`src/verilog/aluPkg.sv`:
```
// Shared widths, register map and bus types for the AXI4-Lite ALU
// Only the low 4 address bits are decoded; byte strobes are not carried
`default_nettype none

package aluPkg;

  //////////////////////////////
  // Widths
  //////////////////////////////
  localparam int dataW    = 16;
  localparam int shiftW   = 4;
  localparam int laneW    = 4;
  localparam int addrW    = 4;
  localparam int axiDataW = 32;

  // Register map, byte offsets
  localparam logic [addrW-1:0] regOpA    = 4'h0;
  localparam logic [addrW-1:0] regOpB    = 4'h4;
  localparam logic [addrW-1:0] regCtrl   = 4'h8;
  localparam logic [addrW-1:0] regResult = 4'hC;

  //////////////////////////////
  // Opcodes and shifter modes
  //////////////////////////////
  typedef enum logic [2:0] {
    opAdd    = 3'd0,
    opSub    = 3'd1,
    opXor    = 3'd2,
    opPaddsb = 3'd3,
    opSll    = 3'd4,
    opSra    = 3'd5,
    opRor    = 3'd6,
    opNop    = 3'd7
  } aluOp;

  // Same numbering as the original shifter block
  typedef enum logic [1:0] {
    modeSll  = 2'd0,
    modeSra  = 2'd1,
    modeRor  = 2'd2,
    modeNone = 2'd3
  } shiftMode;

  // Flags sit above the value, matching regResult bits [18:16]
  typedef struct packed {
    logic z;
    logic v;
    logic n;
  } aluFlags;

  typedef struct packed {
    aluFlags          flags;
    logic [dataW-1:0] value;
  } aluResult;

  // Operation request from the register block to the core
  typedef struct packed {
    aluOp             op;
    logic [dataW-1:0] a;
    logic [dataW-1:0] b;
    logic             launch;
  } aluReq;

  //////////////////////////////
  // AXI4-Lite channels
  //////////////////////////////
  typedef struct packed {
    logic                awvalid;
    logic [addrW-1:0]    awaddr;
    logic                wvalid;
    logic [axiDataW-1:0] wdata;
    logic                bready;
    logic                arvalid;
    logic [addrW-1:0]    araddr;
    logic                rready;
  } axiLiteReq;

  typedef struct packed {
    logic                awready;
    logic                wready;
    logic                bvalid;
    logic                arready;
    logic                rvalid;
    logic [axiDataW-1:0] rdata;
  } axiLiteRsp;

endpackage

`default_nettype wire

```
`src/verilog/aluCore.sv`:
```
// Execution core, result register loads one cycle after a launch pulse
// opNop and idle cycles leave the previous result in place
`timescale 1ns/1ps
`default_nettype none

module aluCore (
  input  wire logic          clk,
  input  wire logic          arstN,
  input  wire aluPkg::aluReq req,
  output aluPkg::aluResult   result
);

  aluPkg::shiftMode         mode;
  logic                     sub;
  logic                     lanes;
  logic                     isArith;
  logic [aluPkg::dataW-1:0] shiftOut;
  logic [aluPkg::dataW-1:0] sum;
  logic                     ovf;
  aluPkg::aluResult         nextResult;

  //////////////////////////////
  // Opcode decode
  //////////////////////////////
  always_comb begin
    case (req.op)
      aluPkg::opSll: mode = aluPkg::modeSll;
      aluPkg::opSra: mode = aluPkg::modeSra;
      aluPkg::opRor: mode = aluPkg::modeRor;
      default:       mode = aluPkg::modeNone;
    endcase
  end

  assign sub     = (req.op == aluPkg::opSub);
  assign lanes   = (req.op == aluPkg::opPaddsb);
  // Only these report overflow
  assign isArith = (req.op == aluPkg::opAdd) | sub | lanes;

  // Shift amount comes from the low bits of operand B
  shifter uShifter (
    .shiftIn  (req.a),
    .shiftVal (req.b[aluPkg::shiftW-1:0]),
    .mode     (mode),
    .shiftOut (shiftOut)
  );

  satAdder uAdder (
    .a     (req.a),
    .b     (req.b),
    .sub   (sub),
    .lanes (lanes),
    .sum   (sum),
    .ovf   (ovf)
  );

  //////////////////////////////
  // Result select and flags
  //////////////////////////////
  always_comb begin
    case (req.op)
      aluPkg::opAdd, aluPkg::opSub, aluPkg::opPaddsb: nextResult.value = sum;
      aluPkg::opXor:                                  nextResult.value = req.a ^ req.b;
      aluPkg::opSll, aluPkg::opSra, aluPkg::opRor:    nextResult.value = shiftOut;
      default:                                        nextResult.value = '0;
    endcase
    nextResult.flags.z = (nextResult.value == '0);
    nextResult.flags.v = isArith & ovf;
    nextResult.flags.n = nextResult.value[aluPkg::dataW-1];
  end

  // Load on launch; opNop holds the old value and flags
  always_ff @(posedge clk or negedge arstN) begin
    if (!arstN) begin
      result <= '0;
    end else if (req.launch && (req.op != aluPkg::opNop)) begin
      result <= nextResult;
    end
  end

  // Any change of result must trace back to a launch one cycle earlier
  aResultOnLaunch: assert property (
    @(posedge clk) disable iff (!arstN)
    !$stable(result) |-> $past(req.launch)
  ) else $error("result changed without a launch");

endmodule

`default_nettype wire

```
`src/verilog/aluRegs.sv`:
```
// AXI4-Lite slave with operand, control and result registers
// All responses are OKAY; unmapped reads return zero and unmapped writes drop
`timescale 1ns/1ps
`default_nettype none

module aluRegs (
  input  wire logic              clk,
  input  wire logic              arstN,
  input  wire aluPkg::axiLiteReq axiReq,
  output aluPkg::axiLiteRsp      axiRsp,
  output aluPkg::aluReq          req,
  input  wire aluPkg::aluResult  result
);

  logic                        wrAccept;
  logic                        rdAccept;
  logic                        bValidQ;
  logic                        rValidQ;
  logic [aluPkg::axiDataW-1:0] rDataQ;
  logic [aluPkg::axiDataW-1:0] rDataNext;
  logic [aluPkg::dataW-1:0]    opAQ;
  logic [aluPkg::dataW-1:0]    opBQ;
  aluPkg::aluOp                opQ;
  logic                        launchQ;

  //////////////////////////////
  // Write channel
  //////////////////////////////
  // Address and data taken together, and only with no response pending
  assign wrAccept = axiReq.awvalid & axiReq.wvalid & ~bValidQ;

  always_ff @(posedge clk or negedge arstN) begin
    if (!arstN) begin
      bValidQ <= 1'b0;
      launchQ <= 1'b0;
      opAQ    <= '0;
      opBQ    <= '0;
      opQ     <= aluPkg::opNop;
    end else begin
      // Launch is a single-cycle pulse
      launchQ <= 1'b0;
      if (wrAccept) begin
        bValidQ <= 1'b1;
        case (axiReq.awaddr)
          aluPkg::regOpA: opAQ <= axiReq.wdata[aluPkg::dataW-1:0];
          aluPkg::regOpB: opBQ <= axiReq.wdata[aluPkg::dataW-1:0];
          aluPkg::regCtrl: begin
            opQ     <= aluPkg::aluOp'(axiReq.wdata[2:0]);
            launchQ <= 1'b1;
          end
          default: ;
        endcase
      end else if (axiReq.bready) begin
        // Response held until the host takes it
        bValidQ <= 1'b0;
      end
    end
  end

  //////////////////////////////
  // Read channel
  //////////////////////////////
  // A pending read blocks the next address
  assign rdAccept = axiReq.arvalid & ~rValidQ;

  // Read mux, zero-extended to the bus width
  always_comb begin
    rDataNext = '0;
    case (axiReq.araddr)
      aluPkg::regOpA:    rDataNext[aluPkg::dataW-1:0] = opAQ;
      aluPkg::regOpB:    rDataNext[aluPkg::dataW-1:0] = opBQ;
      aluPkg::regResult: rDataNext[$bits(aluPkg::aluResult)-1:0] = result;
      default:           rDataNext = '0;
    endcase
  end

  always_ff @(posedge clk or negedge arstN) begin
    if (!arstN) begin
      rValidQ <= 1'b0;
    end else if (rdAccept) begin
      rValidQ <= 1'b1;
    end else if (axiReq.rready) begin
      rValidQ <= 1'b0;
    end
  end

  // Read data payload, stable while rvalid is up
  always_ff @(posedge clk) begin
    if (rdAccept) begin
      rDataQ <= rDataNext;
    end
  end

  // Bus outputs
  assign axiRsp.awready = wrAccept;
  assign axiRsp.wready  = wrAccept;
  assign axiRsp.bvalid  = bValidQ;
  assign axiRsp.arready = ~rValidQ;
  assign axiRsp.rvalid  = rValidQ;
  assign axiRsp.rdata   = rDataQ;

  // Request to the core
  assign req.op     = opQ;
  assign req.a      = opAQ;
  assign req.b      = opBQ;
  assign req.launch = launchQ;

  //////////////////////////////
  // Protocol checks
  //////////////////////////////
  aBvalidHold: assert property (
    @(posedge clk) disable iff (!arstN)
    axiRsp.bvalid && !axiReq.bready |=> axiRsp.bvalid
  ) else $error("bvalid dropped before bready");

  aLaunchPulse: assert property (
    @(posedge clk) disable iff (!arstN)
    req.launch |=> !req.launch
  ) else $error("launch held longer than one cycle");

endmodule

`default_nettype wire

```
`src/verilog/aluTop.sv`:
```
// ALU top level, host access through AXI4-Lite only
// One operation per control write, no pipelining
`timescale 1ns/1ps
`default_nettype none

module aluTop (
  input  wire logic              clk,
  input  wire logic              arstN,
  input  wire aluPkg::axiLiteReq axiReq,
  output aluPkg::axiLiteRsp      axiRsp
);

  // Register block to core
  aluPkg::aluReq    req;
  // Core back to readback
  aluPkg::aluResult result;

  aluRegs uRegs (
    .clk    (clk),
    .arstN  (arstN),
    .axiReq (axiReq),
    .axiRsp (axiRsp),
    .req    (req),
    .result (result)
  );

  aluCore uCore (
    .clk    (clk),
    .arstN  (arstN),
    .req    (req),
    .result (result)
  );

endmodule

`default_nettype wire

```
`src/verilog/satAdder.sv`:
```
// Saturating add/subtract, either one 16-bit word or four signed 4-bit lanes
// Lane mode always adds; sub only applies to the 16-bit path
`timescale 1ns/1ps
`default_nettype none

module satAdder (
  input  wire logic [aluPkg::dataW-1:0] a,
  input  wire logic [aluPkg::dataW-1:0] b,
  input  wire logic                     sub,
  input  wire logic                     lanes,
  output logic [aluPkg::dataW-1:0]      sum,
  output logic                          ovf
);

  localparam int nLanes = aluPkg::dataW / aluPkg::laneW;

  //////////////////////////////
  // Full-width path
  //////////////////////////////
  logic [aluPkg::dataW-1:0] bEff;
  logic [aluPkg::dataW:0]   wideSum;
  logic                     wideOvf;
  logic [aluPkg::dataW-1:0] wideSat;

  // Subtract as a plus inverted b plus one
  assign bEff = sub ? ~b : b;

  // One guard bit; overflow shows as the top two bits disagreeing
  assign wideSum = {a[aluPkg::dataW-1], a} + {bEff[aluPkg::dataW-1], bEff} + {16'h0, sub};
  assign wideOvf = wideSum[aluPkg::dataW] ^ wideSum[aluPkg::dataW-1];

  // Guard bit holds the true sign, so it picks the clamp
  assign wideSat = !wideOvf ? wideSum[aluPkg::dataW-1:0] :
                   wideSum[aluPkg::dataW] ? 16'h8000 : 16'h7FFF;

  //////////////////////////////
  // Lane path
  //////////////////////////////
  logic [aluPkg::dataW-1:0] laneSum;
  logic [nLanes-1:0]        laneOvf;

  for (genvar i = 0; i < nLanes; i++) begin : gLane
    logic [aluPkg::laneW-1:0] aL;
    logic [aluPkg::laneW-1:0] bL;
    logic [aluPkg::laneW:0]   s;

    assign aL = a[i*aluPkg::laneW +: aluPkg::laneW];
    assign bL = b[i*aluPkg::laneW +: aluPkg::laneW];
    assign s  = {aL[aluPkg::laneW-1], aL} + {bL[aluPkg::laneW-1], bL};

    assign laneOvf[i] = s[aluPkg::laneW] ^ s[aluPkg::laneW-1];
    // Clamp each lane to +7 or -8 on its own
    assign laneSum[i*aluPkg::laneW +: aluPkg::laneW] =
      !laneOvf[i] ? s[aluPkg::laneW-1:0] :
      s[aluPkg::laneW] ? 4'h8 : 4'h7;
  end

  // Output select
  assign sum = lanes ? laneSum : wideSat;
  assign ovf = lanes ? |laneOvf : wideOvf;

endmodule

`default_nettype wire

```
`src/verilog/shifter.sv`:
```
// Combinational 16-bit shifter, amount is the low 4 bits only
// modeNone passes the input straight through
`timescale 1ns/1ps
`default_nettype none

module shifter (
  input  wire logic [aluPkg::dataW-1:0]  shiftIn,
  input  wire logic [aluPkg::shiftW-1:0] shiftVal,
  input  wire aluPkg::shiftMode          mode,
  output logic [aluPkg::dataW-1:0]       shiftOut
);

  // One result per mode
  logic [aluPkg::dataW-1:0]   sllOut;
  logic [aluPkg::dataW-1:0]   sraOut;
  logic [aluPkg::dataW-1:0]   rorOut;
  // Input doubled so a plain right shift becomes a rotate
  logic [2*aluPkg::dataW-1:0] rorWide;

  // Zero fill from the right
  assign sllOut = shiftIn << shiftVal;

  // Sign bit replicated from the left
  assign sraOut = $signed(shiftIn) >>> shiftVal;

  // Low half of the shifted pair is the rotated word
  // Amount of zero leaves the input untouched
  assign rorWide = {shiftIn, shiftIn} >> shiftVal;
  assign rorOut  = rorWide[aluPkg::dataW-1:0];

  // Mode select
  always_comb begin
    case (mode)
      aluPkg::modeSll: shiftOut = sllOut;
      aluPkg::modeSra: shiftOut = sraOut;
      aluPkg::modeRor: shiftOut = rorOut;
      default:         shiftOut = shiftIn;
    endcase
  end

endmodule

`default_nettype wire
```
`config.mk`:
```
export PLATFORM = sky130hd
export DESIGN_NAME = aluTop
export DESIGN_NICKNAME = d
export VERILOG_FILES = /design/src/verilog/aluPkg.sv /design/src/verilog/aluCore.sv /design/src/verilog/aluRegs.sv /design/src/verilog/aluTop.sv /design/src/verilog/satAdder.sv /design/src/verilog/shifter.sv
export SDC_FILE = /design/constraint.sdc
export NUM_CORES = 1
export LEC_CHECK = 0
export ABC_AREA = 1
export BUFFER_PORTS_ARGS = -buffer_cell sky130_fd_sc_hd__buf_4
export CORE_MARGIN = 2
export CORE_UTILIZATION = 47
export CTS_CLUSTER_DIAMETER = 30
export DETAILED_ROUTE_END_ITERATION = 10
export PLACE_DENSITY = 0.67
export SLEW_MARGIN = 10
export SYNTH_ARGS = -nofsm -noshare
export SYNTH_HDL_FRONTEND = slang
export SYNTH_SLANG_ARGS = --single-unit
```
`constraint.sdc`:
```
create_clock -name clk -period 4 [get_ports clk]
set_input_delay 0.2 -clock clk [delete_from_list [all_inputs] [get_ports clk]]
set_output_delay 0.2 -clock clk [all_outputs]
set_load 0.01 [all_outputs]
```
==> results.json <==
{
  "critical_path.startpoint_type": "register",
  "antenna_found_initial": 0,
  "crit_arrival_ns": 3.90,
  "max_stage_delay_ns": 0.62,
  "ys_top_cells_by_count": "nand2_1 (271), o21ai_0 (132), inv_1 (103), nand3_1 (59), nor2_1 (59)",
  "ys.flop_type": "dfrtp_1",
  "ir_worst_vdd_mv": 0.356,
  "start_util_pct": 47.6,
  "synth.most_common_cell": "nand2_1",
  "power.density_nw_per_um2": 674,
  "max-cap-violations": 0,
  "hpwl_mm": 17.1,
  "fp-row-count": 44,
  "drtIter0Drc": 629,
  "hold_class": "in2reg",
  "clk_pin_slew_ns": 0.06,
  "area_growth_pct": 12.1,
  "clockBufferDepth": 2,
  "finalNonFillerCells": 1213,
  "wl_met3_mm": 1.73,
  "path_max_fanout": 16,
  "worst_setup_path_end_kind": "register",
  "status": "completed",
  "pin_count": 84,
  "whs_path_depth": 2,
  "post-synth-top-area-cell": "dfrtp_1",
  "pre_cts_slack_ns": 0.463,
  "first_pass_iters": 6,
  "final_hold_viol_count": 0,
  "p_total_mw": 5.17,
  "cp_num_cells": 20,
  "power_leakage_nw": 3.73,
  "cts_max_level": 3,
  "gp_congestion": 1.05,
  "die_y_um": 125,
  "io_buffers": 54,
  "cts.sinks": 75,
  "tightest_slew_ns": 1.03,
  "yosysWarnings": 0,
  "drive_gt1_share_pct": 12.5,
  "wl_met1_mm": 9.50,
  "cp_num_buf_inv": 0,
  "grt_use_total_pct": 28.2,
  "cp_common_cell": "nand2_1",
  "slew_headroom_pct": 31.2,
  "diodes": 0,
  "path_class": "reg2reg",
  "hold_buffers": 1,
  "fmax_mhz": 277,
  "coreArea_um2": 14400,
  "routed_wl_mm": 22.1,
  "yosysSeqAreaShare_pct": 28.9,
  "rsz0062_at_grt": "no",
  "synth_seq_cells": 75,
  "crit_required_ns": 4.28,
  "async_flop_share_pct": 74.7,
  "finalWorstSetupSlack_ns": 0.387,
  "cts_resized": 0,
  "cts-root-buf": "clkbuf_16",
  "crit_family": "simple AND/OR/NAND/NOR gates",
  "grt_pass1_vias": 6242,
  "synth_cell_types": 53,
  "worst-r2r-cell-count": 20,
  "finalCritPeriodShare_pct": 90.3,
  "synth_cells": 986,
  "viasPerCell": 5.62,
  "route.detailed.drc": 0,
  "num_vias": 6811,
  "maxSlewViolCount": 0,
  "worstPathCellList": "nand3_4 -> xor2_1 -> fa_1 -> o21ai_2 -> nand2_1 -> nand2_1 -> nand2_1 -> nand2_1 -> nand2_1 -> nand2_1 -> nand3_1 -> nand2_2 -> nand3_1 -> nand2_1 -> nand2_1 -> nor2_1 -> nand2_1 -> nor2_1 -> nand3_1 -> nand2_1",
  "grt_pass1_wl_mm": 34.1,
  "fillers": 1409,
  "netlist.area_leader.share_pct": 19.4,
  "period_needed_ns": 3.61,
  "nets": 1110,
  "dr.max_layer_used": "met4",
  "setup-violations-final": 0,
  "slowest_stage": "dfstp_2",
  "grt_max_degree": 57,
  "route.detailed.wl_per_inst_um": 18.3,
  "netlist_area_um2": 6840,
  "place_inst": 1196,
  "synth_enable_flop_cells": 19,
  "cts_tree": "done",
  "synth.top_cells.by_area": "dfrtp_1 (19%), nand2_1 (15%), o21ai_0 (9.7%), edfxtp_1 (8.3%), ha_1 (6.2%)",
  "insertion_delay_ns": 0.34,
  "fin_tns_setup_ns": 0,
  "wl_met2_mm": 10.2,
  "ant_nets": 0,
  "gr-total-overflow": 0,
  "dieArea_um2": 15500,
  "finClkSkew_ns": 0.00713,
  "cts_buffers": 9,
  "cts_setup_buffers": 0,
  "avgSynthCellArea_um2": 6.94,
  "dieWidth_um": 125
}
registers in the layout, summed over array words and instances, names as in the netlist:
name           count
uRegs.rValidQ      1
uRegs.bValidQ      1
uRegs.opAQ        16
uCore.result      18
uRegs.rDataQ      19
uRegs.opBQ        16
uRegs.opQ          3
uRegs.launchQ      1
cell families after synthesis:
kind of cell | after synthesis | synth area share, %
and+or+nand+nor | 428 | 27.0
AOI/OAI and AO/OA | 226 | 18.7
buffers and inverters | 162 | 10.1
DFF | 75 | 28.9
adders and majority gates | 39 | 7.68
xor gates and xnor gates | 36 | 4.61
muxes | 19 | 2.98
other | 1 | 0.0548
worst register-to-register path, cell delays in order (launching register included):
cell and delay (ns):
dfstp_2 0.62, nand3_4 0.30, xor2_1 0.29, fa_1 0.47, o21ai_2 0.23, nand2_1 0.07, nand2_1 0.17, nand2_1 0.12
nand2_1 0.09, nand2_1 0.05, nand2_1 0.13, nand3_1 0.11, nand2_2 0.14, nand3_1 0.08, nand2_1 0.13, nand2_1 0.09
nor2_1 0.11, nand2_1 0.05, nor2_1 0.14, nand3_1 0.10, nand2_1 0.07
cell type report:
cell class	count	area [um^2]	area share, %
well taps	184	230	3.00
clock buffers	10	239	3.11
repair buffers	70	528	6.88
clock inverters	6	72.6	0.946
inverters	107	402	5.23
multi-input cells	761	4230	55.1
flip-flops and latches	75	1980	25.8
power by group:
group	switching [mW]	internal, mW	total (mW)
Combinational	2.07	1.10	3.17
Sequential	0.206	0.963	1.17
Clock	0.328	0.506	0.834
through the flow:
stage	hold slack, ns	area (um^2)	util, %
finish	0.0479	7670	53.4
global route	0.0812	7670	53.4
CTS	0.0454	7670	53.4
detailed placement	0.297	7350	51.2
global placement	0.293	7350	51.2
floorplan	-0.0956	6890	-
cell usage in the layout, fill, tap and decap left out, types with 5 or more instances in the layout:
cell       instances
nand3_1           59
xnor2_1           21
xor2_1            15
mux2_2            11
edfxtp_1          19
nor2_1            59
o221ai_1          15
nor3_1             6
inv_1            103
nand2_2            7
mux2i_1            8
conb_1            13
clkbuf_16          9
nand2_1          271
a21oi_1           44
buf_4             69
fa_1               5
nand4_1            5
ha_1              34
nand3_2            8
o21ai_0          132
a22oi_1            6
dfrtp_1           53
layer usage:
layer | up-vias | track usage (%)
met3 | 43 | 5.15
met1 | 3181 | 37.9
met2 | 252 | 45.7
li1 | 3335 | -
met4 | 0 | 9.72
met5 | - | 0
worst paths after layout:
| path | startpoint | to | slack (ns) |
|---|---|---|---|
| setup / recovery | uRegs.opQ[0] | uCore.result[18] | 0.39 |
| hold / removal | axiReq[0] | uRegs.rValidQ | 0.05 |
| setup reg to reg | uRegs.opQ[0] | uCore.result[18] | 0.39 |
| hold reg to reg | uCore.result[14] | uCore.result[14] | 0.49 |
| max in group asynchronous | arstN | uCore.result[13] | 3.06 |
| min in group asynchronous | arstN | uRegs.opBQ[2] | 0.46 |
(Power assumes the default switching activity.)
